### config.mk
export PLATFORM = sky130hd
export DESIGN_NAME = uart_top
export DESIGN_NICKNAME = d
export VERILOG_FILES = /design/src/uart_pkg.sv /design/src/uart_rx.sv /design/src/uart_tx.sv /design/src/uart_wb_regs.sv /design/src/uart_top.sv
export SDC_FILE = /design/constraint.sdc
export NUM_CORES = 1
export LEC_CHECK = 0
export ABC_AREA = 1
export BUFFER_PORTS_ARGS = -buffer_cell sky130_fd_sc_hd__buf_2
export CAP_MARGIN = 30
export CELL_PAD_IN_SITES_DETAIL_PLACEMENT = 1
export CELL_PAD_IN_SITES_GLOBAL_PLACEMENT = 1
export CORE_MARGIN = 5
export CORE_UTILIZATION = 53
export CTS_BUF_LIST = sky130_fd_sc_hd__clkbuf_2
export CTS_CLUSTER_SIZE = 28
export DETAILED_ROUTE_END_ITERATION = 8
export MAX_ROUTING_LAYER = met4
export PLACE_DENSITY_LB_ADDON = 0.12
export SYNTH_ARGS = -nofsm -noshare
export SYNTH_HDL_FRONTEND = slang
export SYNTH_SLANG_ARGS = --single-unit
### constraint.sdc
create_clock -name clk -period 5 [get_ports clk]
set_input_delay 1.5 -clock clk [delete_from_list [all_inputs] [get_ports clk]]
set_output_delay 1.5 -clock clk [all_outputs]
set_load 0.02 [all_outputs]
### src/uart_pkg.sv
// uart package
// byte type, wishbone classic request/response structs, register map,
// status layout and the fsm state encodings of receiver and transmitter
package uart_pkg;

	//////////////////////////////////////////////////////////////////////
	// data and register map
	//////////////////////////////////////////////////////////////////////
	typedef logic [7:0] uart_byte_t;      // one serial data byte

	typedef enum logic [1:0] {
		REG_DATA   = 2'd0,                // write sends, read pops
		REG_STATUS = 2'd1                 // rx_full, tx_busy
	} uart_reg_e;

	// wishbone classic, master to slave
	typedef struct packed {
		logic       cyc;
		logic       stb;
		logic       we;
		uart_reg_e  adr;
		uart_byte_t dat;                  // write data
	} wb_req_t;

	// slave to master
	typedef struct packed {
		logic       ack;
		uart_byte_t dat;                  // read data, valid with ack
	} wb_rsp_t;

	// STATUS register image
	typedef struct packed {
		logic [5:0] rsvd;                 // reads as zero
		logic       tx_busy;              // bit 1
		logic       rx_full;              // bit 0
	} uart_status_t;

	//////////////////////////////////////////////////////////////////////
	// fsm states
	//////////////////////////////////////////////////////////////////////
	typedef enum logic [2:0] {RX_IDLE, RX_START, RX_BITS, RX_STOP, RX_HOLD} rx_state_e;
	typedef enum logic [1:0] {TX_IDLE, TX_START, TX_BITS, TX_STOP} tx_state_e;

endpackage

### src/uart_rx.sv
// uart receiver
// 8N1 frames, two-flop input synchronizer, start detected on the falling
// edge, each data bit sampled at its midpoint. the finished byte is held
// behind rx_valid/rx_ready until the consumer takes it
`timescale 1ns/1ns

module uart_rx
#(
	parameter int CLK_FRE   = 50,         // clock in MHz
	parameter int BAUD_RATE = 115200
)
(
	input  logic                 clk,
	input  logic                 rst_n,
	input  logic                 rx_pin,
	output uart_pkg::uart_byte_t rx_data,
	output logic                 rx_valid,
	input  logic                 rx_ready
);
	import uart_pkg::*;

	localparam int          CYCLE    = CLK_FRE * 1000000 / BAUD_RATE;   // clocks per bit
	localparam logic [15:0] BIT_LAST = 16'(CYCLE - 1);
	localparam logic [15:0] BIT_MID  = 16'(CYCLE / 2 - 1);

	rx_state_e   state;
	rx_state_e   next_state;
	logic [1:0]  rx_sync;                 // [1] is the safe copy
	logic        rx_prev;                 // last synchronized level
	logic        rx_fall;                 // start edge
	logic [15:0] cycle_cnt;               // clocks inside the current bit
	logic [2:0]  bit_cnt;                 // data bit index
	logic        bit_end;
	logic        frame_done;              // stop to hold, latch point
	uart_byte_t  rx_bits;                 // shift store

	//////////////////////////////////////////////////////////////////////
	// input sync and edge detect
	//////////////////////////////////////////////////////////////////////
	// reset to idle level so no false start edge comes out of reset
	always_ff @(posedge clk or negedge rst_n)
	begin
		if (!rst_n)
		begin
			rx_sync <= 2'b11;
			rx_prev <= 1'b1;
		end
		else
		begin
			rx_sync <= {rx_sync[0], rx_pin};
			rx_prev <= rx_sync[1];
		end
	end

	assign rx_fall    = rx_prev && !rx_sync[1];
	assign bit_end    = (cycle_cnt == BIT_LAST);
	assign frame_done = (state == RX_STOP) && (next_state == RX_HOLD);

	//////////////////////////////////////////////////////////////////////
	// fsm
	//////////////////////////////////////////////////////////////////////
	always_ff @(posedge clk or negedge rst_n)
	begin
		if (!rst_n)
			state <= RX_IDLE;
		else
			state <= next_state;
	end

	always_comb
	begin
		next_state = state;
		case (state)
			RX_IDLE:  if (rx_fall) next_state = RX_START;
			RX_START: if (bit_end) next_state = RX_BITS;                  // skip start bit
			RX_BITS:  if (bit_end && bit_cnt == 3'd7) next_state = RX_STOP;
			RX_STOP:  if (cycle_cnt == BIT_MID) next_state = RX_HOLD;      // half stop bit only
			RX_HOLD:  if (rx_ready) next_state = RX_IDLE;                 // byte taken
			default:  next_state = RX_IDLE;
		endcase
	end

	// bit timing, restarts on every state change and every data bit
	always_ff @(posedge clk or negedge rst_n)
	begin
		if (!rst_n)
			cycle_cnt <= '0;
		else if (next_state != state || (state == RX_BITS && bit_end))
			cycle_cnt <= '0;
		else if (state == RX_START || state == RX_BITS || state == RX_STOP)
			cycle_cnt <= cycle_cnt + 16'd1;
		else
			cycle_cnt <= '0;    // idle or holding
	end

	always_ff @(posedge clk or negedge rst_n)
	begin
		if (!rst_n)
			bit_cnt <= '0;
		else if (state != RX_BITS)
			bit_cnt <= '0;
		else if (bit_end)
			bit_cnt <= bit_cnt + 3'd1;
	end

	//////////////////////////////////////////////////////////////////////
	// data path
	//////////////////////////////////////////////////////////////////////
	always_ff @(posedge clk)
	begin
		if (state == RX_BITS && cycle_cnt == BIT_MID)
			rx_bits[bit_cnt] <= rx_sync[1];    // lsb first
		if (frame_done)
			rx_data <= rx_bits;
	end

	always_ff @(posedge clk or negedge rst_n)
	begin
		if (!rst_n)
			rx_valid <= 1'b0;
		else if (frame_done)
			rx_valid <= 1'b1;
		else if (rx_valid && rx_ready)
			rx_valid <= 1'b0;                  // handed over
	end

endmodule

### src/uart_tx.sv
// uart transmitter
// takes one byte per valid/ready handshake while idle and sends it
// as start bit, 8 data bits lsb first, stop bit. line idles high
`timescale 1ns/1ns

module uart_tx
#(
	parameter int CLK_FRE   = 50,         // clock in MHz
	parameter int BAUD_RATE = 115200
)
(
	input  logic                 clk,
	input  logic                 rst_n,
	input  uart_pkg::uart_byte_t tx_data,
	input  logic                 tx_valid,
	output logic                 tx_ready,
	output logic                 tx_pin
);
	import uart_pkg::*;

	localparam int          CYCLE    = CLK_FRE * 1000000 / BAUD_RATE;
	localparam logic [15:0] BIT_LAST = 16'(CYCLE - 1);

	tx_state_e   state;
	logic [15:0] cycle_cnt;
	logic [2:0]  bit_cnt;
	logic        bit_end;
	logic        take;                    // handshake this cycle
	logic [8:0]  tx_shift;                // stop bit above the data

	assign tx_ready = (state == TX_IDLE);
	assign take     = tx_valid && tx_ready;
	assign bit_end  = (cycle_cnt == BIT_LAST);

	//////////////////////////////////////////////////////////////////////
	// fsm and line driver
	//////////////////////////////////////////////////////////////////////
	always_ff @(posedge clk or negedge rst_n)
	begin
		if (!rst_n)
		begin
			state     <= TX_IDLE;
			cycle_cnt <= '0;
			bit_cnt   <= '0;
			tx_pin    <= 1'b1;        // idle high
		end
		else
		begin
			cycle_cnt <= (state == TX_IDLE || bit_end) ? 16'd0 : cycle_cnt + 16'd1;
			case (state)
				TX_IDLE:
					if (take)
					begin
						tx_pin <= 1'b0;    // start bit
						state  <= TX_START;
					end
				TX_START:
					if (bit_end)
					begin
						tx_pin  <= tx_shift[0];   // bit 0
						bit_cnt <= '0;
						state   <= TX_BITS;
					end
				TX_BITS:
					if (bit_end)
					begin
						tx_pin  <= tx_shift[0];   // next data bit, stop after bit 7
						bit_cnt <= bit_cnt + 3'd1;
						if (bit_cnt == 3'd7)
							state <= TX_STOP;
					end
				TX_STOP:
					if (bit_end)
						state <= TX_IDLE;         // pin already high
				default: state <= TX_IDLE;
			endcase
		end
	end

	// payload shifter
	always_ff @(posedge clk)
	begin
		if (take)
			tx_shift <= {1'b1, tx_data};
		else if (bit_end && (state == TX_START || state == TX_BITS))
			tx_shift <= {1'b1, tx_shift[8:1]};
	end

endmodule

### src/uart_wb_regs.sv
// uart register block
// wishbone classic slave with DATA and STATUS. one-cycle ack, receive
// holding register with rx_full, and the byte handoff to the transmitter
`timescale 1ns/1ns

module uart_wb_regs
(
	input  logic                 clk,
	input  logic                 rst_n,
	input  uart_pkg::wb_req_t    wb_req,
	output uart_pkg::wb_rsp_t    wb_rsp,
	input  uart_pkg::uart_byte_t rx_data,
	input  logic                 rx_valid,
	output logic                 rx_ready,
	output uart_pkg::uart_byte_t tx_data,
	output logic                 tx_valid,
	input  logic                 tx_ready,
	input  logic                 tx_state_busy
);
	import uart_pkg::*;

	logic         ack;
	uart_byte_t   rd_dat;                 // read data, returned with ack
	uart_byte_t   rx_hold;                // last received byte
	logic         rx_full;
	logic         tx_busy;
	logic         bus_req;                // new access, acked next clock
	logic         rd_pop;                 // DATA read
	logic         wr_send;                // DATA write
	uart_status_t status;

	assign bus_req  = wb_req.cyc && wb_req.stb && !ack;   // !ack keeps ack one cycle
	assign rd_pop   = bus_req && !wb_req.we && (wb_req.adr == REG_DATA);
	assign wr_send  = bus_req && wb_req.we && (wb_req.adr == REG_DATA);
	// pending byte or frame on the line
	assign tx_busy  = tx_valid || tx_state_busy;
	assign rx_ready = !rx_full;

	always_comb
	begin
		status         = '0;
		status.rx_full = rx_full;
		status.tx_busy = tx_busy;
	end

	//////////////////////////////////////////////////////////////////////
	// bus side
	//////////////////////////////////////////////////////////////////////
	always_ff @(posedge clk or negedge rst_n)
	begin
		if (!rst_n)
			ack <= 1'b0;
		else
			ack <= bus_req;
	end

	always_ff @(posedge clk)
	begin
		if (bus_req && !wb_req.we)
			case (wb_req.adr)
				REG_DATA:   rd_dat <= rx_hold;
				REG_STATUS: rd_dat <= status;
				default:    rd_dat <= '0;
			endcase
	end

	assign wb_rsp.ack = ack;
	assign wb_rsp.dat = rd_dat;

	//////////////////////////////////////////////////////////////////////
	// receive holding register
	//////////////////////////////////////////////////////////////////////
	always_ff @(posedge clk or negedge rst_n)
	begin
		if (!rst_n)
		begin
			rx_full <= 1'b0;
			rx_hold <= '0;        // empty read after reset gives 0
		end
		else
		begin
			if (rd_pop)
				rx_full <= 1'b0;
			if (rx_valid && rx_ready)   // new byte wins over the pop
			begin
				rx_hold <= rx_data;
				rx_full <= 1'b1;
			end
		end
	end

	//////////////////////////////////////////////////////////////////////
	// transmit handoff, writes while busy are dropped
	//////////////////////////////////////////////////////////////////////
	always_ff @(posedge clk or negedge rst_n)
	begin
		if (!rst_n)
			tx_valid <= 1'b0;
		else if (tx_valid && tx_ready)
			tx_valid <= 1'b0;
		else if (wr_send && !tx_busy)
			tx_valid <= 1'b1;
	end

	always_ff @(posedge clk)
	begin
		if (wr_send && !tx_busy)
			tx_data <= wb_req.dat;
	end

endmodule

### src/uart_top.sv
// uart peripheral top
// wishbone register block in front of an 8N1 receiver and transmitter,
// baud set by CLK_FRE and BAUD_RATE
`timescale 1ns/1ns

module uart_top
#(
	parameter int CLK_FRE   = 50,         // clock in MHz
	parameter int BAUD_RATE = 115200
)
(
	input  logic              clk,
	input  logic              rst_n,
	input  uart_pkg::wb_req_t wb_req,
	output uart_pkg::wb_rsp_t wb_rsp,
	input  logic              rx_pin,
	output logic              tx_pin
);
	import uart_pkg::*;

	uart_byte_t rx_data;
	logic       rx_valid;
	logic       rx_ready;
	uart_byte_t tx_data;
	logic       tx_valid;
	logic       tx_ready;

	uart_wb_regs uart_wb_regs_i (
		.clk           (clk),
		.rst_n         (rst_n),
		.wb_req        (wb_req),
		.wb_rsp        (wb_rsp),
		.rx_data       (rx_data),
		.rx_valid      (rx_valid),
		.rx_ready      (rx_ready),
		.tx_data       (tx_data),
		.tx_valid      (tx_valid),
		.tx_ready      (tx_ready),
		.tx_state_busy (!tx_ready)    // transmitter out of idle
	);

	uart_rx #(.CLK_FRE(CLK_FRE), .BAUD_RATE(BAUD_RATE)) uart_rx_i (
		.clk      (clk),
		.rst_n    (rst_n),
		.rx_pin   (rx_pin),
		.rx_data  (rx_data),
		.rx_valid (rx_valid),
		.rx_ready (rx_ready)
	);

	uart_tx #(.CLK_FRE(CLK_FRE), .BAUD_RATE(BAUD_RATE)) uart_tx_i (
		.clk      (clk),
		.rst_n    (rst_n),
		.tx_data  (tx_data),
		.tx_valid (tx_valid),
		.tx_ready (tx_ready),
		.tx_pin   (tx_pin)
	);

endmodule

==> results.cfg, run 1 <==
[status]
outcome = finished, final reports clean

[finish]
ff_latch_area_um2 = 2680
syn_to_final_growth_pct = 8.24
mostFrequentLayoutCells = 88 x nor2_1, 88 x nand2_1, 57 x inv_1, 55 x dfrtp_1, 40 x edfxtp_1
multi_input_comb_area_um2 = 1630
antennaDiodeCount = 0
n_fill_cell = 986
drive_above_1_share_pct = 14.3
final_net_count = 542
final_util_pct = 59.6

[drt]
route.final.wire_length_um = 9840
drt_first_pass_iters = 4
drcViolationCount = 0
wl_per_instance_um = 15.8
drt_iter0_markers = 89
route.antenna.remaining_nets = 0
num_vias = 3285
average_vias_per_placed_instance = 5.28

[setup_path]
worst-path-buf-inv = 1
crit_path_max_incr_delay_ps = 610
slowest_stage = dfstp_2
path_delay_family = flip-flops
critical_path_peak_fanout = 2
worst_r2r_endpoint = uart_wb_regs_i.tx_data[3]
worstSetupPathType = reg -> out
timing.critical_path.from_type = flop
r2r.worst_path.cells = 6
r2r_start = uart_tx_i.state[0]
worstPathArrival_ps = 1350
crit_path_end_kind = output port
worstPathRequired_ps = 3500
worstPathCellList = buf_2
setup.reg_to_reg.worst_slack_ps = 3070

[clocking]
cts-root-buf = clkbuf_2
cts_resized = 0
cts-root-to-sink-buffers = 2
cts_num_sinks = 99
cts_inserted_buffers = 9
tritoncts = built
cts_hold_buffers = 0
clock_tree.htree_level_count = 3
cts_setup_buffers = 0
worstSkewPairLatency_ps = 580
path_clk_slew_ps = 310

[global_route]
globalRoute.totalOverflow = 0
grt_pass1_wl_um = 16900
grt_pass1_vias = 3605
track_usage_pct = 21.4
grt_max_degree = 39
initial_antenna_violation_count = 0

[placement]
place_congestion = 0.861
port_buffers = 25
post-dp-hpwl_um = 7660

[worst_hold_path]
hold-path-cell-count = 0
timing.hold.worst.class = reg -> reg
hold_wc_startpoint = uart_rx_i.rx_sync[0]
timing.hold.worst_endpoint = uart_rx_i.rx_sync[1]

[pwr]
vdd_drop_max_mv = 0.162
power.density_nw_per_um2 = 283
leakage_uw = 0.00220

[die]
die_ar_um2 = 10600
initial_utilization_pct = 55.1
cell_rows = 33
fp.coreArea_um2 = 8300
die-width_um = 103
die_h_um = 103
top_level_ports = 26

[timing]
fin_setup_tns_ps = 0
slew_viol_final = 0
transition_time_at_the_pin_with_the_least_slew_margin_ps = 855
time_the_final_worst_path_needs_with_i_o_delays_and_setup_ps = 2850
report.final.hold_viol_count = 0
max_freq_ghz = 0.351
fraction_of_the_cycle_the_final_worst_path_needs_pct = 57.0
rsz0062_at_grt = no
finalSetupViolCount = 0
relSlewSlack_pct = 43.0
timing.clock.skew_ps = 31.8

[run]
cap_viol_max_count = 0

[yosys]
synth_cells = 478
ys_seq_area_share_pct = 58.7
ys.warnings.count = 0
yosys_register_bits = 99
postSynthNetCount = 508
synth.distinct_cells = 38
synth.cell_area_um2 = 4570
syn-mean-instance-area_um2 = 9.56
-- worst max path at each step --
stage / startpoint / to / slack [ps] / cells past startpoint
global placement: wb_req[12] / uart_wb_regs_i.rd_dat[3] / 2250 / 5
CTS: uart_tx_i.tx_pin / tx_pin / 2110 / 1
detailed placement: wb_req[12] / uart_wb_regs_i.rd_dat[0] / 2160 / 5
global route: uart_tx_i.tx_pin / tx_pin / 2100 / 1
finish: uart_tx_i.tx_pin / tx_pin / 2150 / 1
floorplan: wb_req[12] / uart_wb_regs_i.rd_dat[0] / 2530 / 4
-- cell type report --
class                           count  area share (%)
Inverter                           61            4.63
Tap cell                          105            2.66
Sequential cell                    99            54.2
Clock inverter                      7            1.80
Timing Repair Buffer               27            2.78
Multi-Input combinational cell    314            33.0
Clock buffer                        9           0.911
-- cells in the mapped netlist --
cell type / n / area share (%)
nand2_1: 88 / 7.2
nor2_1: 88 / 7.2
inv_1: 57 / 4.7
dfrtp_1: 55 / 30
edfxtp_1: 40 / 26
nand3_1: 22 / 2.4
a21oi_1: 16 / 1.8
nor3_1: 16 / 1.8
ha_1: 14 / 3.8
o21ai_0: 11 / 1.2
nand4_1: 9 / 1.2
xor2_1: 6 / 1.2
dfstp_2: 4 / 2.3
nand2_2: 4 / 0.55
nor3_2: 4 / 0.88
o21a_1: 4 / 0.66
buf_4: 3 / 0.49
inv_2: 3 / 0.25
nand3_2: 3 / 0.66
nor4_1: 3 / 0.41
o21ai_1: 3 / 0.33
o22ai_1: 3 / 0.41
or2_2: 3 / 0.41
nand4_2: 2 / 0.55
nor2_2: 2 / 0.27
nor3b_2: 2 / 0.55
xnor2_1: 2 / 0.38
a21boi_1: 1 / 0.16
and2_4: 1 / 0.19
clkbuf_1: 1 / 0.082
clkinv_1: 1 / 0.082
nand2_4: 1 / 0.25
nand3b_1: 1 / 0.16
nor2_4: 1 / 0.25
nor3_4: 1 / 0.36
nor3b_1: 1 / 0.16
o211ai_1: 1 / 0.16
o31ai_1: 1 / 0.16
-- through the flow --
stage / hold WS, ps / setup WS [ps] / instance area [µm²] / power (µW) / std cells
after floorplan: 345 / 2530 / 4570 / 979 / 478
after CTS: 403 / 2110 / 4950 / 1420 / 622
after global routing: 413 / 2100 / 4950 / 1480 / 622
final: 388 / 2150 / 4950 / 1400 / 622
after detailed placement: 348 / 2160 / 4810 / 1020 / 606
after global placement: 347 / 2250 / 4810 / 1010 / 605
-- flip-flops by register name, summed over array words and instances (netlist names), 3 cells and up --
| signal | cells |
|---|---|
| uart_wb_regs_i.rx_hold | 8 |
| uart_rx_i.state | 3 |
| uart_tx_i.cycle_cnt | 16 |
| uart_rx_i.cycle_cnt | 16 |
| uart_tx_i.tx_shift | 8 |
| uart_wb_regs_i.rd_dat | 8 |
| uart_wb_regs_i.tx_data | 8 |
| uart_tx_i.bit_cnt | 3 |
| uart_rx_i.bit_cnt | 3 |
| uart_rx_i.rx_bits | 8 |
| uart_rx_i.rx_data | 8 |
-- logic make-up (layout without fill, tap and decap cells) --
| kind of cell | after synthesis | after routing | share of synthesized area, % |
|---|---|---|---|
| simple gates | 252 | 252 | 25.5 |
| compound gates | 40 | 40 | 4.85 |
| buf+inv | 65 | 104 | 5.59 |
| fa+ha+maj | 14 | 14 | 3.83 |
| flops | 99 | 99 | 58.7 |
| xor+xnor | 8 | 8 | 1.53 |
-- metal layers --
layer	global-route usage, %	part of all wire, %
met1	24.0	41
met2	39.2	55
met3	4.80	2.8
met4	4.28	0.88
met5	-	0
-- power breakdown --
part	switching [µW]	internal, µW
combinational	71.6	39.6
sequential	26.4	865
clock	310	90.0
Note: power is estimated with default switching activity, not from simulation.
==> run 2, diff against run 1 <==
- ABC_AREA: 1 -> 0
- CORE_UTILIZATION: 53 -> 51
- clock period: 5 -> 2.9 ns (I/O delays scaled with it)
==> run 2 against run 1 <==
Utilization is 3.9 points lower. Sequential power up 86%. Global-route usage decreased by 4.4 points. Wire length shrank 17%. Sequential cell count unchanged. Combinational power rose to 5.5 times the previous value. First-iteration DRC count down 19%. Clock-buffer cell count rose by 1. Clock power up 56%. Register-to-register slack got worse by 2600 ps. Critical path type is now reg -> reg.
==> results.cfg, run 2 <==
[timing]
slew_viol_final = 0
transition_time_at_the_pin_with_the_least_slew_margin_ps = 655
timing.hold.ws_ps = 256
fin_setup_tns_ps = 0
rsz0062_at_grt = no
report.final.hold_viol_count = 0
fraction_of_the_cycle_the_final_worst_path_needs_pct = 83.0
relSlewSlack_pct = 56.2
time_the_final_worst_path_needs_with_i_o_delays_and_setup_ps = 2410
max_freq_ghz = 0.415
worst_slack_ps = 492
timing.clock.skew_ps = 43.1
finalSetupViolCount = 0

[global_route]
track_usage_pct = 16.9
grt_pass1_vias = 2967
initial_antenna_violation_count = 0
grt_max_degree = 60
globalRoute.totalOverflow = 0
grt_pass1_wl_um = 13800

[finish]
layout_top_registers = uart_rx_i.cycle_cnt x16, uart_tx_i.cycle_cnt x16
layout_commonest_cell = dfrtp_1
non_filler_cell_area_final_um2 = 4810
mostFrequentLayoutCells = 55 x dfrtp_1, 40 x nor2_1, 40 x edfxtp_1, 25 x buf_2
syn_to_final_growth_pct = 7.89
final_net_count = 423
drive_above_1_share_pct = 19.8
antennaDiodeCount = 0

[run]
cap_viol_max_count = 0

[setup_path]
worstPathArrival_ps = 2720
worstPathRequired_ps = 3220
timing.critical_path.mode_cell = or4_4
setup.reg_to_reg.worst_slack_ps = 490
r2r_start = uart_rx_i.cycle_cnt[2]
r2r.worst_path.cells = 4
timing.critical_path.from_type = flop
path_delay_family = simple AND/OR/NAND/NOR gates
slowest_stage = or4_4
worstPathCellList = or4_4 -> or4_4 -> or3_4 -> nor2_1
critical_path_peak_fanout = 6
crit_path_end_kind = flop
worst-path-buf-inv = 0
worstSetupPathType = reg -> reg
crit_path_max_incr_delay_ps = 590
worst_r2r_endpoint = uart_rx_i.rx_bits[6]

[die]
top_level_ports = 26
die_ar_um2 = 10700
cell_rows = 34
initial_utilization_pct = 51.6
die-width_um = 103
die_h_um = 103
fp.coreArea_um2 = 8640

[yosys]
syn-mean-instance-area_um2 = 12.2
synth.distinct_cells = 51
synth_edf_count = 40
yosys.area.top_type_share_pct = 30.9
fraction_of_registers_with_async_set_reset_pct = 59.6
synth.cell_area_um2 = 4460
synth_most_common_cell = dfrtp_1
yosys-top-cells-count = 55 x dfrtp_1, 40 x edfxtp_1, 40 x nor2_1
synthDominantAreaCellType = dfrtp_1
yosys_register_bits = 99
synth_cells = 364
synth_top_flop_cell = dfrtp_1
ys_seq_area_share_pct = 60.2
ys.warnings.count = 0
postSynthNetCount = 394
most_area_consuming_cells_after_synthesis = dfrtp_1 31%, edfxtp_1 27%, mux2_2 4.0%, ha_1 3.9%, nor2_1 3.4%

[clocking]
cts_num_sinks = 99
cts_hold_buffers = 0
path_clk_slew_ps = 290
worstSkewPairLatency_ps = 560
tritoncts = built
cts-root-buf = clkbuf_2
cts-root-to-sink-buffers = 2
cts_setup_buffers = 0
cts_resized = 0
cts_inserted_buffers = 9
clock_tree.htree_level_count = 3

[drt]
num_vias = 2800
average_vias_per_placed_instance = 5.53
route.antenna.remaining_nets = 0
route.final.wire_length_um = 8150
drt_first_pass_iters = 4
drt_iter0_markers = 72
drcViolationCount = 0
wl_per_instance_um = 16.1

[placement]
post-dp-hpwl_um = 5940
placement.setup.worst_slack_ps = 515
placement_stage_cell_area_um2 = 4700
port_buffers = 25
place_congestion = 0.809

[worst_hold_path]
timing.hold.worst.class = in -> async

[pwr]
leakage_uw = 0.00201
vdd_drop_max_mv = 0.309
net-switching-power_uw = 971
power.share.combinational_pct = 20.9
share_clk_of_total_power_pct = 21.6
cellInternalPower_uw = 1920
sw_share_pct = 33.6
power.density_nw_per_um2 = 601
register_share_of_total_power_pct = 57.4

[status]
outcome = finished, final reports clean
run 2: logic make-up after synthesis:
family | count (synthesis) | synth area share [%]
xor+xnor | 22 | 4.32
compound gates | 38 | 5.56
flops | 99 | 60.2
fa+ha+maj | 14 | 3.93
mux | 23 | 5.62
simple gates | 141 | 17.8
buf+inv | 27 | 2.53
run 2: layout make-up:
cell class	instances	area (µm²)
Inverter	17	63.8
Clock buffer	10	50.0
Timing Repair Buffer	28	160
Multi-Input combinational cell	238	1660
Clock inverter	6	55.1
Fill cell	901	3830
Tap cell	108	135
Sequential cell	99	2680
run 2: worst max path at each step:
stage / startpoint / endpoint / slack, ps / depth (start not counted)
after floorplan: uart_rx_i.cycle_cnt[2] / uart_rx_i.rx_data[0] / 540 / 3
after global placement: uart_rx_i.cycle_cnt[2] / uart_rx_i.rx_bits[6] / 560 / 4
after detailed placement: uart_rx_i.cycle_cnt[2] / uart_rx_i.rx_bits[6] / 520 / 4
after CTS: uart_rx_i.cycle_cnt[2] / uart_rx_i.rx_bits[6] / 480 / 4
after global routing: uart_rx_i.cycle_cnt[2] / uart_rx_i.rx_bits[6] / 390 / 4
final: uart_rx_i.cycle_cnt[2] / uart_rx_i.rx_bits[6] / 490 / 4
run 2: power groups by stage:
stage	logic, µW	clock network, µW	registers [µW]
CTS	622	651	1660
finish	605	625	1660
floorplan	456	0	1660
global route	697	704	1680
detailed placement	617	0	1690
global placement	594	0	1680
run 2: metal layers:
| layer | wire (µm) | global-route usage (%) |
|---|---|---|
| met1 | 3670 | 20.3 |
| met2 | 4100 | 29.0 |
| met3 | 290 | 3.76 |
| met4 | 91 | 4.48 |
| met5 | 0 | - |
run 2: worst register-to-register path: stages (launching register included):
cell and delay [ps]:
dfrtp_1 510, or4_4 590, or4_4 560, or3_4 370
nor2_1 140
run 2: per-stage QoR:
stage / total power, µW / cells / utilization, %
floorplan: 2120 / 364 / -
global placement: 2270 / 490 / 54.4
detailed placement: 2300 / 490 / 54.4
CTS: 2930 / 506 / 55.7
global route: 3080 / 506 / 55.7
finish: 2890 / 506 / 55.7
